<file path="config.mk">
export PLATFORM = sky130hd
export DESIGN_NAME = ex_stage_top
export DESIGN_NICKNAME = d
export VERILOG_FILES = /design/src/verilog/ex_pkg.sv /design/src/verilog/ex_stage_top.sv /design/src/verilog/ex_stage_reg.sv /design/src/verilog/ex_divider.sv /design/src/verilog/ex_alu.sv
export SDC_FILE = /design/constraint.sdc
export NUM_CORES = 2
export LEC_CHECK = 0
export BUFFER_PORTS_ARGS = -buffer_cell sky130_fd_sc_hd__buf_2
export CAP_MARGIN = 20
export CORE_UTILIZATION = 37
export CTS_CLUSTER_DIAMETER = 150
export DETAILED_ROUTE_END_ITERATION = 6
export HOLD_SLACK_MARGIN = 0.15
export PLACE_DENSITY = 0.6
export SLEW_MARGIN = 20
export SYNTH_ARGS = -nofsm -noshare
export SYNTH_HDL_FRONTEND = slang
export SYNTH_HIERARCHICAL = 1
export SYNTH_SLANG_ARGS = --single-unit
</file>
<file path="constraint.sdc">
create_clock -name clk -period 4.3 [get_ports clk]
set_input_delay 0.43 -clock clk [delete_from_list [all_inputs] [get_ports clk]]
set_output_delay 0.43 -clock clk [all_outputs]
set_load 0.01 [all_outputs]
</file>
<file path="src/verilog/ex_pkg.sv">
package ex_pkg;

    // operand and result word
    typedef logic [31:0] word_t;

    // destination register index
    typedef logic [4:0] reg_idx_t;

    // program counter carried with the pair
    typedef logic [31:0] pc_t;

    // lane operation code
    // encodings are fixed so issue can send raw 4-bit codes
    typedef enum logic [3:0] {
        op_add  = 4'd0,
        op_sub  = 4'd1,
        op_and  = 4'd2,
        op_or   = 4'd3,
        op_xor  = 4'd4,
        op_sll  = 4'd5,
        op_srl  = 4'd6,
        op_sra  = 4'd7,
        op_slt  = 4'd8,
        op_sltu = 4'd9,
        op_div  = 4'd10,
        op_divu = 4'd11,
        op_mod  = 4'd12,
        op_modu = 4'd13
    } alu_op_t;

    // iterative divider states
    typedef enum logic [1:0] {
        div_idle = 2'd0,
        div_run  = 2'd1,
        div_done = 2'd2
    } div_state_t;

    // one quotient bit per iteration
    localparam int DIV_STEPS = 32;

    // iteration counter width
    localparam int DIV_CNT_W = $clog2(DIV_STEPS);

    // pc value left behind by a flush
    localparam pc_t INST_NOP_PC = 32'h0000_0000;

    // the four ops served by the lane 0 divider
    function automatic logic is_div_op(alu_op_t op);
        return (op == op_div) || (op == op_divu) ||
               (op == op_mod) || (op == op_modu);
    endfunction

endpackage
</file>
<file path="src/verilog/ex_stage_top.sv">
`timescale 1ns/10ps

module ex_stage_top (
    input  logic             clk,
    input  logic             rst_n,
    input  logic             flush,
    input  logic             issue_valid,
    output logic             issue_ready,
    input  ex_pkg::pc_t      pc,
    input  ex_pkg::alu_op_t  op0,
    input  ex_pkg::word_t    src_a0,
    input  ex_pkg::word_t    src_b0,
    input  ex_pkg::reg_idx_t rd0,
    input  logic             lane0_en,
    input  ex_pkg::alu_op_t  op1,
    input  ex_pkg::word_t    src_a1,
    input  ex_pkg::word_t    src_b1,
    input  ex_pkg::reg_idx_t rd1,
    input  logic             lane1_en,
    input  logic             out_ready,
    output logic             out_valid,
    output ex_pkg::pc_t      out_pc,
    output ex_pkg::reg_idx_t out_rd0,
    output ex_pkg::word_t    out_data0,
    output logic             out_data0_valid,
    output ex_pkg::reg_idx_t out_rd1,
    output ex_pkg::word_t    out_data1,
    output logic             out_data1_valid
);

    // lane results into the stage register
    ex_pkg::word_t alu_result0;
    ex_pkg::word_t alu_result1;
    logic          alu_valid0;
    logic          alu_valid1;

    // divider handshake
    logic          div_start;
    logic          div_signed;
    logic          div_ack;
    logic          div_done;
    ex_pkg::word_t quotient;
    ex_pkg::word_t remainder;

    ex_alu lane0_alu (
        .op           (op0),
        .src_a        (src_a0),
        .src_b        (src_b0),
        .result       (alu_result0),
        .result_valid (alu_valid0)
    );

    ex_alu lane1_alu (
        .op           (op1),
        .src_a        (src_a1),
        .src_b        (src_b1),
        .result       (alu_result1),
        .result_valid (alu_valid1)
    );

    // lane 0 operands go straight to the divider
    ex_divider lane0_div (
        .clk        (clk),
        .rst_n      (rst_n),
        .flush      (flush),
        .div_start  (div_start),
        .div_signed (div_signed),
        .dividend   (src_a0),
        .divisor    (src_b0),
        .div_ack    (div_ack),
        .div_busy   (),
        .div_done   (div_done),
        .quotient   (quotient),
        .remainder  (remainder)
    );

    ex_stage_reg stage_reg (
        .clk             (clk),
        .rst_n           (rst_n),
        .flush           (flush),
        .issue_valid     (issue_valid),
        .issue_ready     (issue_ready),
        .pc              (pc),
        .op0             (op0),
        .rd0             (rd0),
        .rd1             (rd1),
        .lane0_en        (lane0_en),
        .lane1_en        (lane1_en),
        .alu_result0     (alu_result0),
        .alu_result1     (alu_result1),
        .alu_valid0      (alu_valid0),
        .alu_valid1      (alu_valid1),
        .div_start       (div_start),
        .div_signed      (div_signed),
        .div_ack         (div_ack),
        .div_done        (div_done),
        .quotient        (quotient),
        .remainder       (remainder),
        .out_ready       (out_ready),
        .out_valid       (out_valid),
        .out_pc          (out_pc),
        .out_rd0         (out_rd0),
        .out_rd1         (out_rd1),
        .out_data0       (out_data0),
        .out_data1       (out_data1),
        .out_data0_valid (out_data0_valid),
        .out_data1_valid (out_data1_valid)
    );

endmodule

</file>
<file path="src/verilog/ex_stage_reg.sv">
`timescale 1ns/10ps

module ex_stage_reg (
    input  logic             clk,
    input  logic             rst_n,
    input  logic             flush,
    input  logic             issue_valid,
    output logic             issue_ready,
    input  ex_pkg::pc_t      pc,
    input  ex_pkg::alu_op_t  op0,
    input  ex_pkg::reg_idx_t rd0,
    input  ex_pkg::reg_idx_t rd1,
    input  logic             lane0_en,
    input  logic             lane1_en,
    input  ex_pkg::word_t    alu_result0,
    input  ex_pkg::word_t    alu_result1,
    input  logic             alu_valid0,
    input  logic             alu_valid1,
    output logic             div_start,
    output logic             div_signed,
    output logic             div_ack,
    input  logic             div_done,
    input  ex_pkg::word_t    quotient,
    input  ex_pkg::word_t    remainder,
    input  logic             out_ready,
    output logic             out_valid,
    output ex_pkg::pc_t      out_pc,
    output ex_pkg::reg_idx_t out_rd0,
    output ex_pkg::reg_idx_t out_rd1,
    output ex_pkg::word_t    out_data0,
    output ex_pkg::word_t    out_data1,
    output logic             out_data0_valid,
    output logic             out_data1_valid
);

    logic          valid_q;
    logic          div_pending_q;
    logic          lane0_div;
    logic          is_mod;
    logic          accept;
    logic          drain;
    ex_pkg::word_t data0_next;
    ex_pkg::word_t data1_next;
    logic          data0_valid_next;
    logic          data1_valid_next;

    // lane 0 waits on the divider only when enabled
    assign lane0_div  = lane0_en & ex_pkg::is_div_op(op0);
    assign is_mod     = (op0 == ex_pkg::op_mod) || (op0 == ex_pkg::op_modu);
    assign div_signed = (op0 == ex_pkg::op_div) || (op0 == ex_pkg::op_mod);

    // kick the divider once per pair
    assign div_start = issue_valid & lane0_div & ~div_pending_q & ~div_done & ~flush;

    // room when empty or emptying, divide result ready if needed
    assign issue_ready = ~flush & (~valid_q | out_ready) & (~lane0_div | div_done);
    assign accept      = issue_valid & issue_ready;
    assign div_ack     = accept & lane0_div;

    // flush kills the pair in the same cycle
    assign out_valid = valid_q & ~flush;
    assign drain     = out_valid & out_ready;

    always_comb begin
        // mod ops take the remainder
        if (lane0_div) begin
            data0_next       = is_mod ? remainder : quotient;
            data0_valid_next = 1'b1;
        end else begin
            data0_valid_next = lane0_en & alu_valid0;
            data0_next       = data0_valid_next ? alu_result0 : '0;
        end
        // lane 1 has no divider, so alu_valid1 already drops divides
        data1_valid_next = lane1_en & alu_valid1;
        data1_next       = data1_valid_next ? alu_result1 : '0;
    end

    always_ff @(posedge clk or negedge rst_n) begin
        if (!rst_n) begin
            valid_q         <= 1'b0;
            div_pending_q   <= 1'b0;
            out_data0_valid <= 1'b0;
            out_data1_valid <= 1'b0;
        end else if (flush) begin
            valid_q         <= 1'b0;
            div_pending_q   <= 1'b0;
            out_data0_valid <= 1'b0;
            out_data1_valid <= 1'b0;
        end else begin
            if (accept) begin
                valid_q         <= 1'b1;
                out_data0_valid <= data0_valid_next;
                out_data1_valid <= data1_valid_next;
            end else if (drain) begin
                // bubble when nothing follows
                valid_q <= 1'b0;
            end
            if (div_start) begin
                div_pending_q <= 1'b1;
            end else if (div_ack) begin
                div_pending_q <= 1'b0;
            end
        end
    end

    always_ff @(posedge clk) begin
        if (flush) begin
            out_pc    <= ex_pkg::INST_NOP_PC;
            out_rd0   <= '0;
            out_rd1   <= '0;
            out_data0 <= '0;
            out_data1 <= '0;
        end else if (accept) begin
            out_pc    <= pc;
            out_rd0   <= rd0;
            out_rd1   <= rd1;
            out_data0 <= data0_next;
            out_data1 <= data1_next;
        end
    end

    // results hold while the next stage stalls
    assert property (@(posedge clk) disable iff (!rst_n)
        out_valid && !out_ready |=> $stable(out_data0) && $stable(out_data1));

endmodule

</file>
<file path="src/verilog/ex_divider.sv">
`timescale 1ns/10ps

module ex_divider (
    input  logic          clk,
    input  logic          rst_n,
    input  logic          flush,
    input  logic          div_start,
    input  logic          div_signed,
    input  ex_pkg::word_t dividend,
    input  ex_pkg::word_t divisor,
    input  logic          div_ack,
    output logic          div_busy,
    output logic          div_done,
    output ex_pkg::word_t quotient,
    output ex_pkg::word_t remainder
);

    ex_pkg::div_state_t           state_q;
    logic [ex_pkg::DIV_CNT_W-1:0] cnt_q;

    // magnitude datapath
    ex_pkg::word_t rem_q;
    ex_pkg::word_t quo_q;
    ex_pkg::word_t dvsr_q;
    logic          neg_quo_q;
    logic          neg_rem_q;

    // operand magnitudes at start
    logic          dvnd_neg;
    logic          dvsr_neg;
    ex_pkg::word_t dvnd_mag;
    ex_pkg::word_t dvsr_mag;

    // one restoring step
    logic [32:0]   shifted;
    logic          take;
    ex_pkg::word_t rem_step;
    ex_pkg::word_t quo_step;

    assign dvnd_neg = div_signed & dividend[31];
    assign dvsr_neg = div_signed & divisor[31];
    assign dvnd_mag = dvnd_neg ? -dividend : dividend;
    assign dvsr_mag = dvsr_neg ? -divisor : divisor;

    always_comb begin
        // bring down the next dividend bit
        shifted  = {rem_q, quo_q[31]};
        take     = (shifted >= {1'b0, dvsr_q});
        rem_step = take ? ex_pkg::word_t'(shifted - {1'b0, dvsr_q}) : shifted[31:0];
        quo_step = {quo_q[30:0], take};
    end

    always_ff @(posedge clk or negedge rst_n) begin
        if (!rst_n) begin
            state_q <= ex_pkg::div_idle;
            cnt_q   <= '0;
        end else if (flush) begin
            // drop any divide in flight
            state_q <= ex_pkg::div_idle;
            cnt_q   <= '0;
        end else begin
            case (state_q)
                ex_pkg::div_idle: begin
                    if (div_start) begin
                        state_q <= ex_pkg::div_run;
                        cnt_q   <= '0;
                    end
                end
                ex_pkg::div_run: begin
                    cnt_q <= cnt_q + 1'b1;
                    // last iteration lands in done
                    if (cnt_q == ex_pkg::DIV_CNT_W'(ex_pkg::DIV_STEPS - 1)) begin
                        state_q <= ex_pkg::div_done;
                    end
                end
                ex_pkg::div_done: begin
                    // held until the stage register takes the pair
                    if (div_ack) begin
                        state_q <= ex_pkg::div_idle;
                    end
                end
                default: begin
                    state_q <= ex_pkg::div_idle;
                end
            endcase
        end
    end

    always_ff @(posedge clk) begin
        if (state_q == ex_pkg::div_idle && div_start) begin
            // quotient register starts as the dividend magnitude
            rem_q     <= '0;
            quo_q     <= dvnd_mag;
            dvsr_q    <= dvsr_mag;
            neg_quo_q <= dvnd_neg ^ dvsr_neg;
            neg_rem_q <= dvnd_neg;
        end else if (state_q == ex_pkg::div_run) begin
            rem_q <= rem_step;
            quo_q <= quo_step;
        end
    end

    assign div_busy = (state_q == ex_pkg::div_run);
    assign div_done = (state_q == ex_pkg::div_done);

    // zero divisor gives all ones, remainder keeps the dividend
    assign quotient  = (dvsr_q == '0) ? '1 : (neg_quo_q ? -quo_q : quo_q);
    // remainder follows the dividend sign
    assign remainder = neg_rem_q ? -rem_q : rem_q;

    // stage register must wait for idle before starting again
    assert property (@(posedge clk) disable iff (!rst_n)
        div_start |-> !div_busy && !div_done);

endmodule

</file>
<file path="src/verilog/ex_alu.sv">
`timescale 1ns/10ps

module ex_alu (
    input  ex_pkg::alu_op_t op,
    input  ex_pkg::word_t   src_a,
    input  ex_pkg::word_t   src_b,
    output ex_pkg::word_t   result,
    output logic            result_valid
);

    // shift amount from the low five bits only
    logic [4:0] shamt;

    // shared adder result for add and sub
    ex_pkg::word_t sum;
    ex_pkg::word_t addend;

    assign shamt = src_b[4:0];

    // subtract as add of the inverted operand plus one
    assign addend = (op == ex_pkg::op_sub) ? ~src_b : src_b;
    assign sum    = src_a + addend + {31'd0, (op == ex_pkg::op_sub)};

    always_comb begin
        // divide ops belong to the divider
        result_valid = !ex_pkg::is_div_op(op);
        result       = '0;
        case (op)
            ex_pkg::op_add,
            ex_pkg::op_sub: begin
                result = sum;
            end
            ex_pkg::op_and: begin
                result = src_a & src_b;
            end
            ex_pkg::op_or: begin
                result = src_a | src_b;
            end
            ex_pkg::op_xor: begin
                result = src_a ^ src_b;
            end
            ex_pkg::op_sll: begin
                result = src_a << shamt;
            end
            ex_pkg::op_srl: begin
                result = src_a >> shamt;
            end
            ex_pkg::op_sra: begin
                // arithmetic shift keeps the sign bit
                result = ex_pkg::word_t'($signed(src_a) >>> shamt);
            end
            ex_pkg::op_slt: begin
                result = {31'd0, ($signed(src_a) < $signed(src_b))};
            end
            ex_pkg::op_sltu: begin
                result = {31'd0, (src_a < src_b)};
            end
            ex_pkg::op_div,
            ex_pkg::op_divu,
            ex_pkg::op_mod,
            ex_pkg::op_modu: begin
                // no result from this lane
                result = '0;
            end
            default: begin
                // unused encodings
                result       = '0;
                result_valid = 1'b0;
            end
        endcase
    end

endmodule

</file>
# Word level (Yosys, flattened, before mapping)
# Cells that the tools add are included.
[word_totals] regBits=215 elab_cells=163
[op_classes] addsub=10 order_cmp=5 eq_ne=32 n_shift=6 mux=37 bitwise_logic=31 n_reduce_logical=26
[ops] cell="$pmux 32 s9" count=2
[ops] cell="$mux 32" count=14
[ops] cell="$lt 32x32->1" count=4
[ops] cell="$neg 32->32" count=4
[ops] cell="$add 32x1->32" count=2
[ops] cell="$add 32x32->32" count=2
[ops] cell="$and 32x32->32" count=2
[ops] cell="$not 32->32" count=2
[ops] cell="$or 32x32->32" count=2
[ops] cell="$shl 32x5->32" count=2
[ops] cell="$shr 32x5->32" count=2
[ops] cell="$sshr 32x5->32" count=2
[ops] cell="$xor 32x32->32" count=2
[ops] cell="$eq 4x4->1 const B" count=12
[ops] cell="$ge 33x32->1" count=1
[ops] cell="$eq 4x3->1 const B" count=8
[ops] cell="$logic_not 32->1" count=1
[ops] cell="$sub 32x32->32" count=1
[ops] cell="$reduce_or 14->1" count=2
[ops] cell="$eq 4x2->1 const B" count=4
[ops] cell="$and 1x1->1" count=15
[ops] cell="$mux 1" count=13
[ops] cell="$mux 5" count=2
[ops] cell="$pmux 5 s2" count=1
[ops] cell="22 further kinds" count=45

# Logic depth before layout (Yosys ltp)
[depth] ltp_word=13 ltp_mapped=18 ltp_nobuf=15

# Modules after synthesis
# Netlist, hierarchy kept.
[by_module_without_submodules] module="ex_divider" n_inst=1 cells_per_inst=1007 area_per_inst_um2=8415.6
[by_module_without_submodules] module="ex_alu (lane1_alu)" n_inst=1 cells_per_inst=1063 area_per_inst_um2=8152.8
[by_module_without_submodules] module="ex_alu (lane0_alu)" n_inst=1 cells_per_inst=1098 area_per_inst_um2=7943.9
[by_module_without_submodules] module="ex_stage_reg" n_inst=1 cells_per_inst=414 area_per_inst_um2=4271.6

# Worst setup path before layout
# OpenSTA, ideal clock, no wires.
[synth_timing] kind="input to register" from="input port src_b0[1]" to="register stage_reg.out_data0[28]" arrival_time_ns=3.853 required_ns=4.168 setup_slack_ns=0.315 cell_stages=18 path_cell_list="buf_2 -> buf_1 -> buf_2 -> inv_1 -> xnor2_1 -> inv_1 -> fa_1 -> nor2b_1 -> o21ai_1 -> o211a_1 -> o31ai_1 -> nand3_1 -> o21ai_1 -> o31ai_1 -> mux2i_1 -> a211o_1 -> a32oi_1 -> a21oi_1"
[synth_via] elab_chain_len=7 elab_cells_between_ends=10 cone_classes="add/sub (2); shift (3); mux (4); bitwise (1)"
[synth_lines] item="start: declaration" line_no="ex_stage_top.sv:12" rtl="input ex_pkg::word_t src_b0,"
[synth_lines] item="$not 32->32" line_no="ex_alu.sv:21" rtl="assign addend = (op == ex_pkg::op_sub) ? ~src_b : src_b;"
[synth_lines] item="$mux 32" line_no="ex_alu.sv:21"
[synth_lines] item="$add 32x32->32" line_no="ex_alu.sv:22" rtl="assign sum = src_a + addend + {31'd0, (op == ex_pkg::op_sub)};"
[synth_lines] item="$add 32x1->32" line_no="ex_alu.sv:22"
[synth_lines] item="$pmux 32 s9 (*)" line_no="ex_alu.sv:28" rtl="case (op)"
[synth_lines] item="net alu_result0[28]" line_no="ex_stage_top.sv:32" rtl="ex_pkg::word_t alu_result0;"
[synth_lines] item="$mux 32 (*)" line_no="ex_stage_reg.sv:71" rtl="data0_next = data0_valid_next ? alu_result0 : '0;"
[synth_lines] item="$mux 32 (*)" line_no="ex_stage_reg.sv:66" rtl="if (lane0_div) begin"
[synth_lines] item="end signal: assignment" line_no="ex_stage_reg.sv:117" rtl="out_data0 <= data0_next;"
[synth_lines] item="end: declaration" line_no="ex_stage_reg.sv:30" rtl="output ex_pkg::word_t out_data0,"
# The timed path passes the listed nets; every way through them passes the cells marked *.
# A chain may end at the register's enable or synchronous reset.

# Final worst setup path
[layout_timing] from="register lane0_div.quo_q[5]" to="register stage_reg.out_data0[30]"
[layout_via] elab_chain_len=5
[layout_lines] item="start: declaration" line_no="ex_divider.sv:23" rtl="ex_pkg::word_t quo_q;"
[layout_lines] item="start signal: assignment" line_no="ex_divider.sv:93" rtl="quo_q <= dvnd_mag;"
[layout_lines] item="start signal: assignment" line_no="ex_divider.sv:99" rtl="quo_q <= quo_step;"
[layout_lines] item="$neg 32->32" line_no="ex_divider.sv:107" rtl="assign quotient = (dvsr_q == '0) ? '1 : (neg_quo_q ? -quo_q : quo_q);"
[layout_lines] item="$mux 32 (2 in a row)" line_no="ex_divider.sv:107"
[layout_lines] item="net quotient[30]" line_no="ex_stage_top.sv:42" rtl="ex_pkg::word_t quotient;"
[layout_lines] item="$mux 32" line_no="ex_stage_reg.sv:67" rtl="data0_next = is_mod ? remainder : quotient;"
[layout_lines] item="$mux 32" line_no="ex_stage_reg.sv:66"
# The timed path passes the listed nets, and every way through them passes these cells.

==> summary.md <==
| Metric | Value |
|---|---|
| Number of flip-flops and latches in the synthesized netlist | 215 |
| Area of the mapped netlist | 28800 µm² |
| Mapped Cells | 3582 |
| Core region area | 76500 µm² |
| Drt wl/cell | 24.9 µm |
| Proportion of synthesized chip area in sequential cells | 17.4% |
| Xor/xnor share of the synthesized area | 7.82% |
| CP Max Fanout | 6 |
| Die X | 281 µm |
| Fraction of power consumed by sequential logic | 26.5% |
| Clock transition at the registers of the reported paths | 0.06 ns |
| Dominant cells by area after synthesis | ha_1 13%, dfxtp_1 9.6%, mux4_2 8.6% |
| Share of cells above drive strength 1 | 16.9% |
| Final weighted congestion in routability-driven placement | 1.00 |
| Antenna violation net count after detailed routing | 0 |
| CTS tree | built |
| Cell-internal power | 5650 µW |
| Number of warning messages in the yosys log | 6 |
| Top FF cell, synth | dfxtp_1 |
| Switch share | 43.3% |
| Share of synthesized cell area in and, or, nand and nor gates | 16.3% |
| Antenna violations before repair | 8 |
| Critical Path End Type | flip-flop |
| Number of sinks handled by clock tree synthesis | 215 |
| Post-route DRC violation count | 0 |
| Overall routing resource usage | 29.9% |
| Max-cap violation count | 0 |
| DP Area | 31600 µm² |
| Area delta synth->final | 14.5% |
| Post-route minimum period | 3.79 ns |
| Type of element launching the critical path | flip-flop |
| Power, Total | 9960 µW |
| Post-synth top area cell | ha_1 |
| RSZ-0062 raised after global routing | no |
| Switch Pwr | 4310 µW |
| # resized after CTS | 0 |
| Leakage power summed over all cells | 0.0144 µW |
| Vertical extent of the die | 281 µm |
| Share of async-settable or async-resettable flops after synthesis | 5.12% |
| Largest family of logic cells by synthesized area | compound AO/OA/AOI/OAI gates |
| Total number of placement rows | 101 |
| Clock network fraction of design power | 23.6% |
| Worst vdd ir | 0.278 mV |
| Share of cell area taken by muxes after synthesis | 13.7% |
| Adder and majority cell fraction of the synthesized area | 12.9% |
| Max-slew violation count | 0 |
| Power Dens Cells | 302 nW/µm² |
| Final-stage net count | 4323 |
| Final hold violations | 0 |
| Post-Route Hold Slack | 0.254 ns |
| Count of hold buffers inserted by post-cts repair | 44 |
| FILL cells | 7726 |
| Register-to-Register Setup Slack | 0.51 ns |
| Fin worst setup slack | 0.513 ns |
| Via count of the first global-routing pass | 28.1k |
| Slew @ Worst Pin | 1.14 ns |
| Area enclosed by the die boundary | 78900 µm² |
| Gate power share | 49.9% |
| Class of the worst hold path | in2reg |
| Buffers inserted during post-CTS setup optimization | 0 |
| Final HPWL from detailed placement | 94300 µm |
| Total CTS buffers | 28 |
| Worst slack at placement | 0.118 ns |
| Footprint of the flip-flops and latches | 5020 µm² |
| Data arrival time of the critical path | 4.22 ns |
| Violation count after the first detailed-route iteration | 3145 |
| Via Count | 29.9k |
| TritonRoute pass-1 iters | 6 |
| Compound-Gate Fraction of Synth Area | 25.1% |
| Critical path data required time | 4.74 ns |
| Crit path kind | reg2reg |
| Area taken by multi-input logic gates | 21900 µm² |
| Area share of the leading cell type in the synthesized netlist | 12.7% |
| Total detailed-routing wirelength | 122000 µm |
| Root buf cell | clkbuf_16 |
| Top-level I/O count | 295 |
| Total grt overflow | 0 |
| Number of synthesized flops with an enable pin | 66 |
| Status | finished clean |
| Maximum number of pins on one net before global-route repair | 97 |
| Count of buffers from port buffering | 294 |
| # setup viols final | 0 |
| Final-layout setup total negative slack | 0 ns |
| Clock latency of the later-clocked register in the worst-skew pair | 0.58 ns |
| Global-route wire length before repair | 181000 µm |
| Headroom to the max-slew limit | 23.8% |
| Distinct cell type count after synthesis | 109 |
| Average instance area after synthesis | 8.04 µm² |
| Final instance area | 33000 µm² |
| Deepest level of the CTS H-tree | 1 |
| Net count after synthesis | 4062 |
| Max frequency | 264 MHz |
| Max clock buf depth | 3 |
| Via density per instance | 6.11 |
| Initial core utilization | 37.6% |
| Post-route clock period utilization | 88.1% |
| Post-route clock skew | 0.0191 ns |
worst paths after layout:
check	start	cells past startpoint	endpoint
min in group asynchronous	rst_n	2	lane0_div/cnt_q[0]
worst min register to register	stage_reg/out_rd0[4]	2	stage_reg/out_rd0[4]
worst min-delay path	src_b0[24]	2	lane0_div/dvsr_q[24]
worst max-delay path	lane0_div/quo_q[5]	13	stage_reg/out_data0[30]
max in group asynchronous	rst_n	2	stage_reg/valid_q
worst max register to register	lane0_div/quo_q[5]	13	stage_reg/out_data0[30]
logic make-up after synthesis:
logic type	after synthesis
AOI/OAI and AO/OA	1094
xor gates and xnor gates	255
buffers and inverters	464
DFF	215
adders and majority gates	295
muxes	254
and+or+nand+nor	1005
metrics by stage:
step / instances / util (%)
detailed placement: 4799 / 41.3
floorplan: 3582 / -
CTS: 4895 / 43.1
global route: 4895 / 43.1
finish: 4901 / 43.1
global placement: 4799 / 41.3
cell usage after synthesis (all sizes together) (17+ instances only):
cell type / number
o211ai: 63
buf: 83
nor2: 296
a211o: 19
a221oi: 35
a21o: 51
nor2b: 27
nand2b: 35
mux2i: 130
xnor2: 175
o21bai: 23
nand2: 338
or3: 27
ha: 292
inv: 226
a211oi: 42
a21oi: 273
nand3: 72
nor4: 32
o31ai: 40
nand4: 29
mux4: 110
dfxtp: 138
xor2: 80
a32oi: 17
edfxtp: 66
or4: 17
clkbuf: 150
a22o: 59
o21a: 18
o21ai: 317
nor3: 49
and3: 21
routing by layer:
metal	routed length (µm)	GRT usage (%)	share of wire [%]	vias up
met2	54400	47.4	45	1423
li1	-	-	-	13715
met3	11300	5.95	9.3	293
met5	31	0	0.025	-
met4	6200	13.4	5.1	4
met1	49900	38.9	41	14510
area by class of cell:
| class | count | area share, % |
|---|---|---|
| Clock inverter | 10 | 0.266 |
| Sequential cell | 215 | 15.2 |
| Antenna cell | 6 | 0.0456 |
| Inverter | 227 | 2.59 |
| Timing Repair Buffer | 468 | 9.01 |
| Clock buffer | 42 | 2.48 |
| Multi-Input combinational cell | 2903 | 66.5 |
| Tap cell | 1030 | 3.91 |
worst max-delay path, stage by stage, from the launching register on:
cell and delay, ns:
edfxtp_1 0.44, or4_4 0.58, nor2_4 0.12, nand2_2 0.09, or4_4 0.52, or3_4 0.44, or3_4 0.40, o21ai_1 0.17
xor2_1 0.24, nand2_1 0.09, nand3b_1 0.12, o21ai_0 0.12, a32oi_1 0.24, a21oi_1 0.09
sequential cells by signal, summed over array words and instances (netlist names):
name / flops
stage_reg/out_pc: 32
stage_reg/out_data1_valid: 1
stage_reg/out_data1: 32
lane0_div/neg_quo_q: 1
lane0_div/quo_q: 32
stage_reg/out_data0: 32
stage_reg/valid_q: 1
lane0_div/dvsr_q: 32
lane0_div/state_q: 2
stage_reg/out_rd0: 5
lane0_div/cnt_q: 5
lane0_div/neg_rem_q: 1
stage_reg/out_data0_valid: 1
lane0_div/rem_q: 32
stage_reg/out_rd1: 5
stage_reg/div_pending_q: 1
power by group through the flow:
stage | logic [µW] | registers (µW) | clock network, µW
floorplan | 3280 | 2550 | 0
global placement | 4820 | 2670 | 0
detailed placement | 4820 | 2670 | 0
CTS | 4880 | 2630 | 2390
global route | 5350 | 2670 | 2460
finish | 4970 | 2640 | 2350
cell usage in the layout (no fill, tap or decap), types with 17 or more instances in the layout:
master	n
xnor2_1	175
o21bai_1	23
nor4_1	32
mux4_2	110
dlygate4sd3_1	44
inv_1	218
and3_1	21
a211oi_1	38
nor2_1	291
nand2_1	335
o21ai_1	85
xor2_1	79
buf_4	127
o21a_1	18
o211ai_1	61
nor3_1	46
mux2i_1	130
a32oi_1	17
a21oi_1	272
ha_1	292
dfxtp_1	138
nand3_1	72
nand2b_1	35
a21o_1	51
nand4_1	29
a211o_1	17
nor2b_1	27
o31ai_1	39
a221oi_1	34
or3_1	23
buf_2	291
clkbuf_16	30
edfxtp_1	66
o21ai_0	230
a22o_1	59
Note: power is estimated with default switching activity, not from simulation.
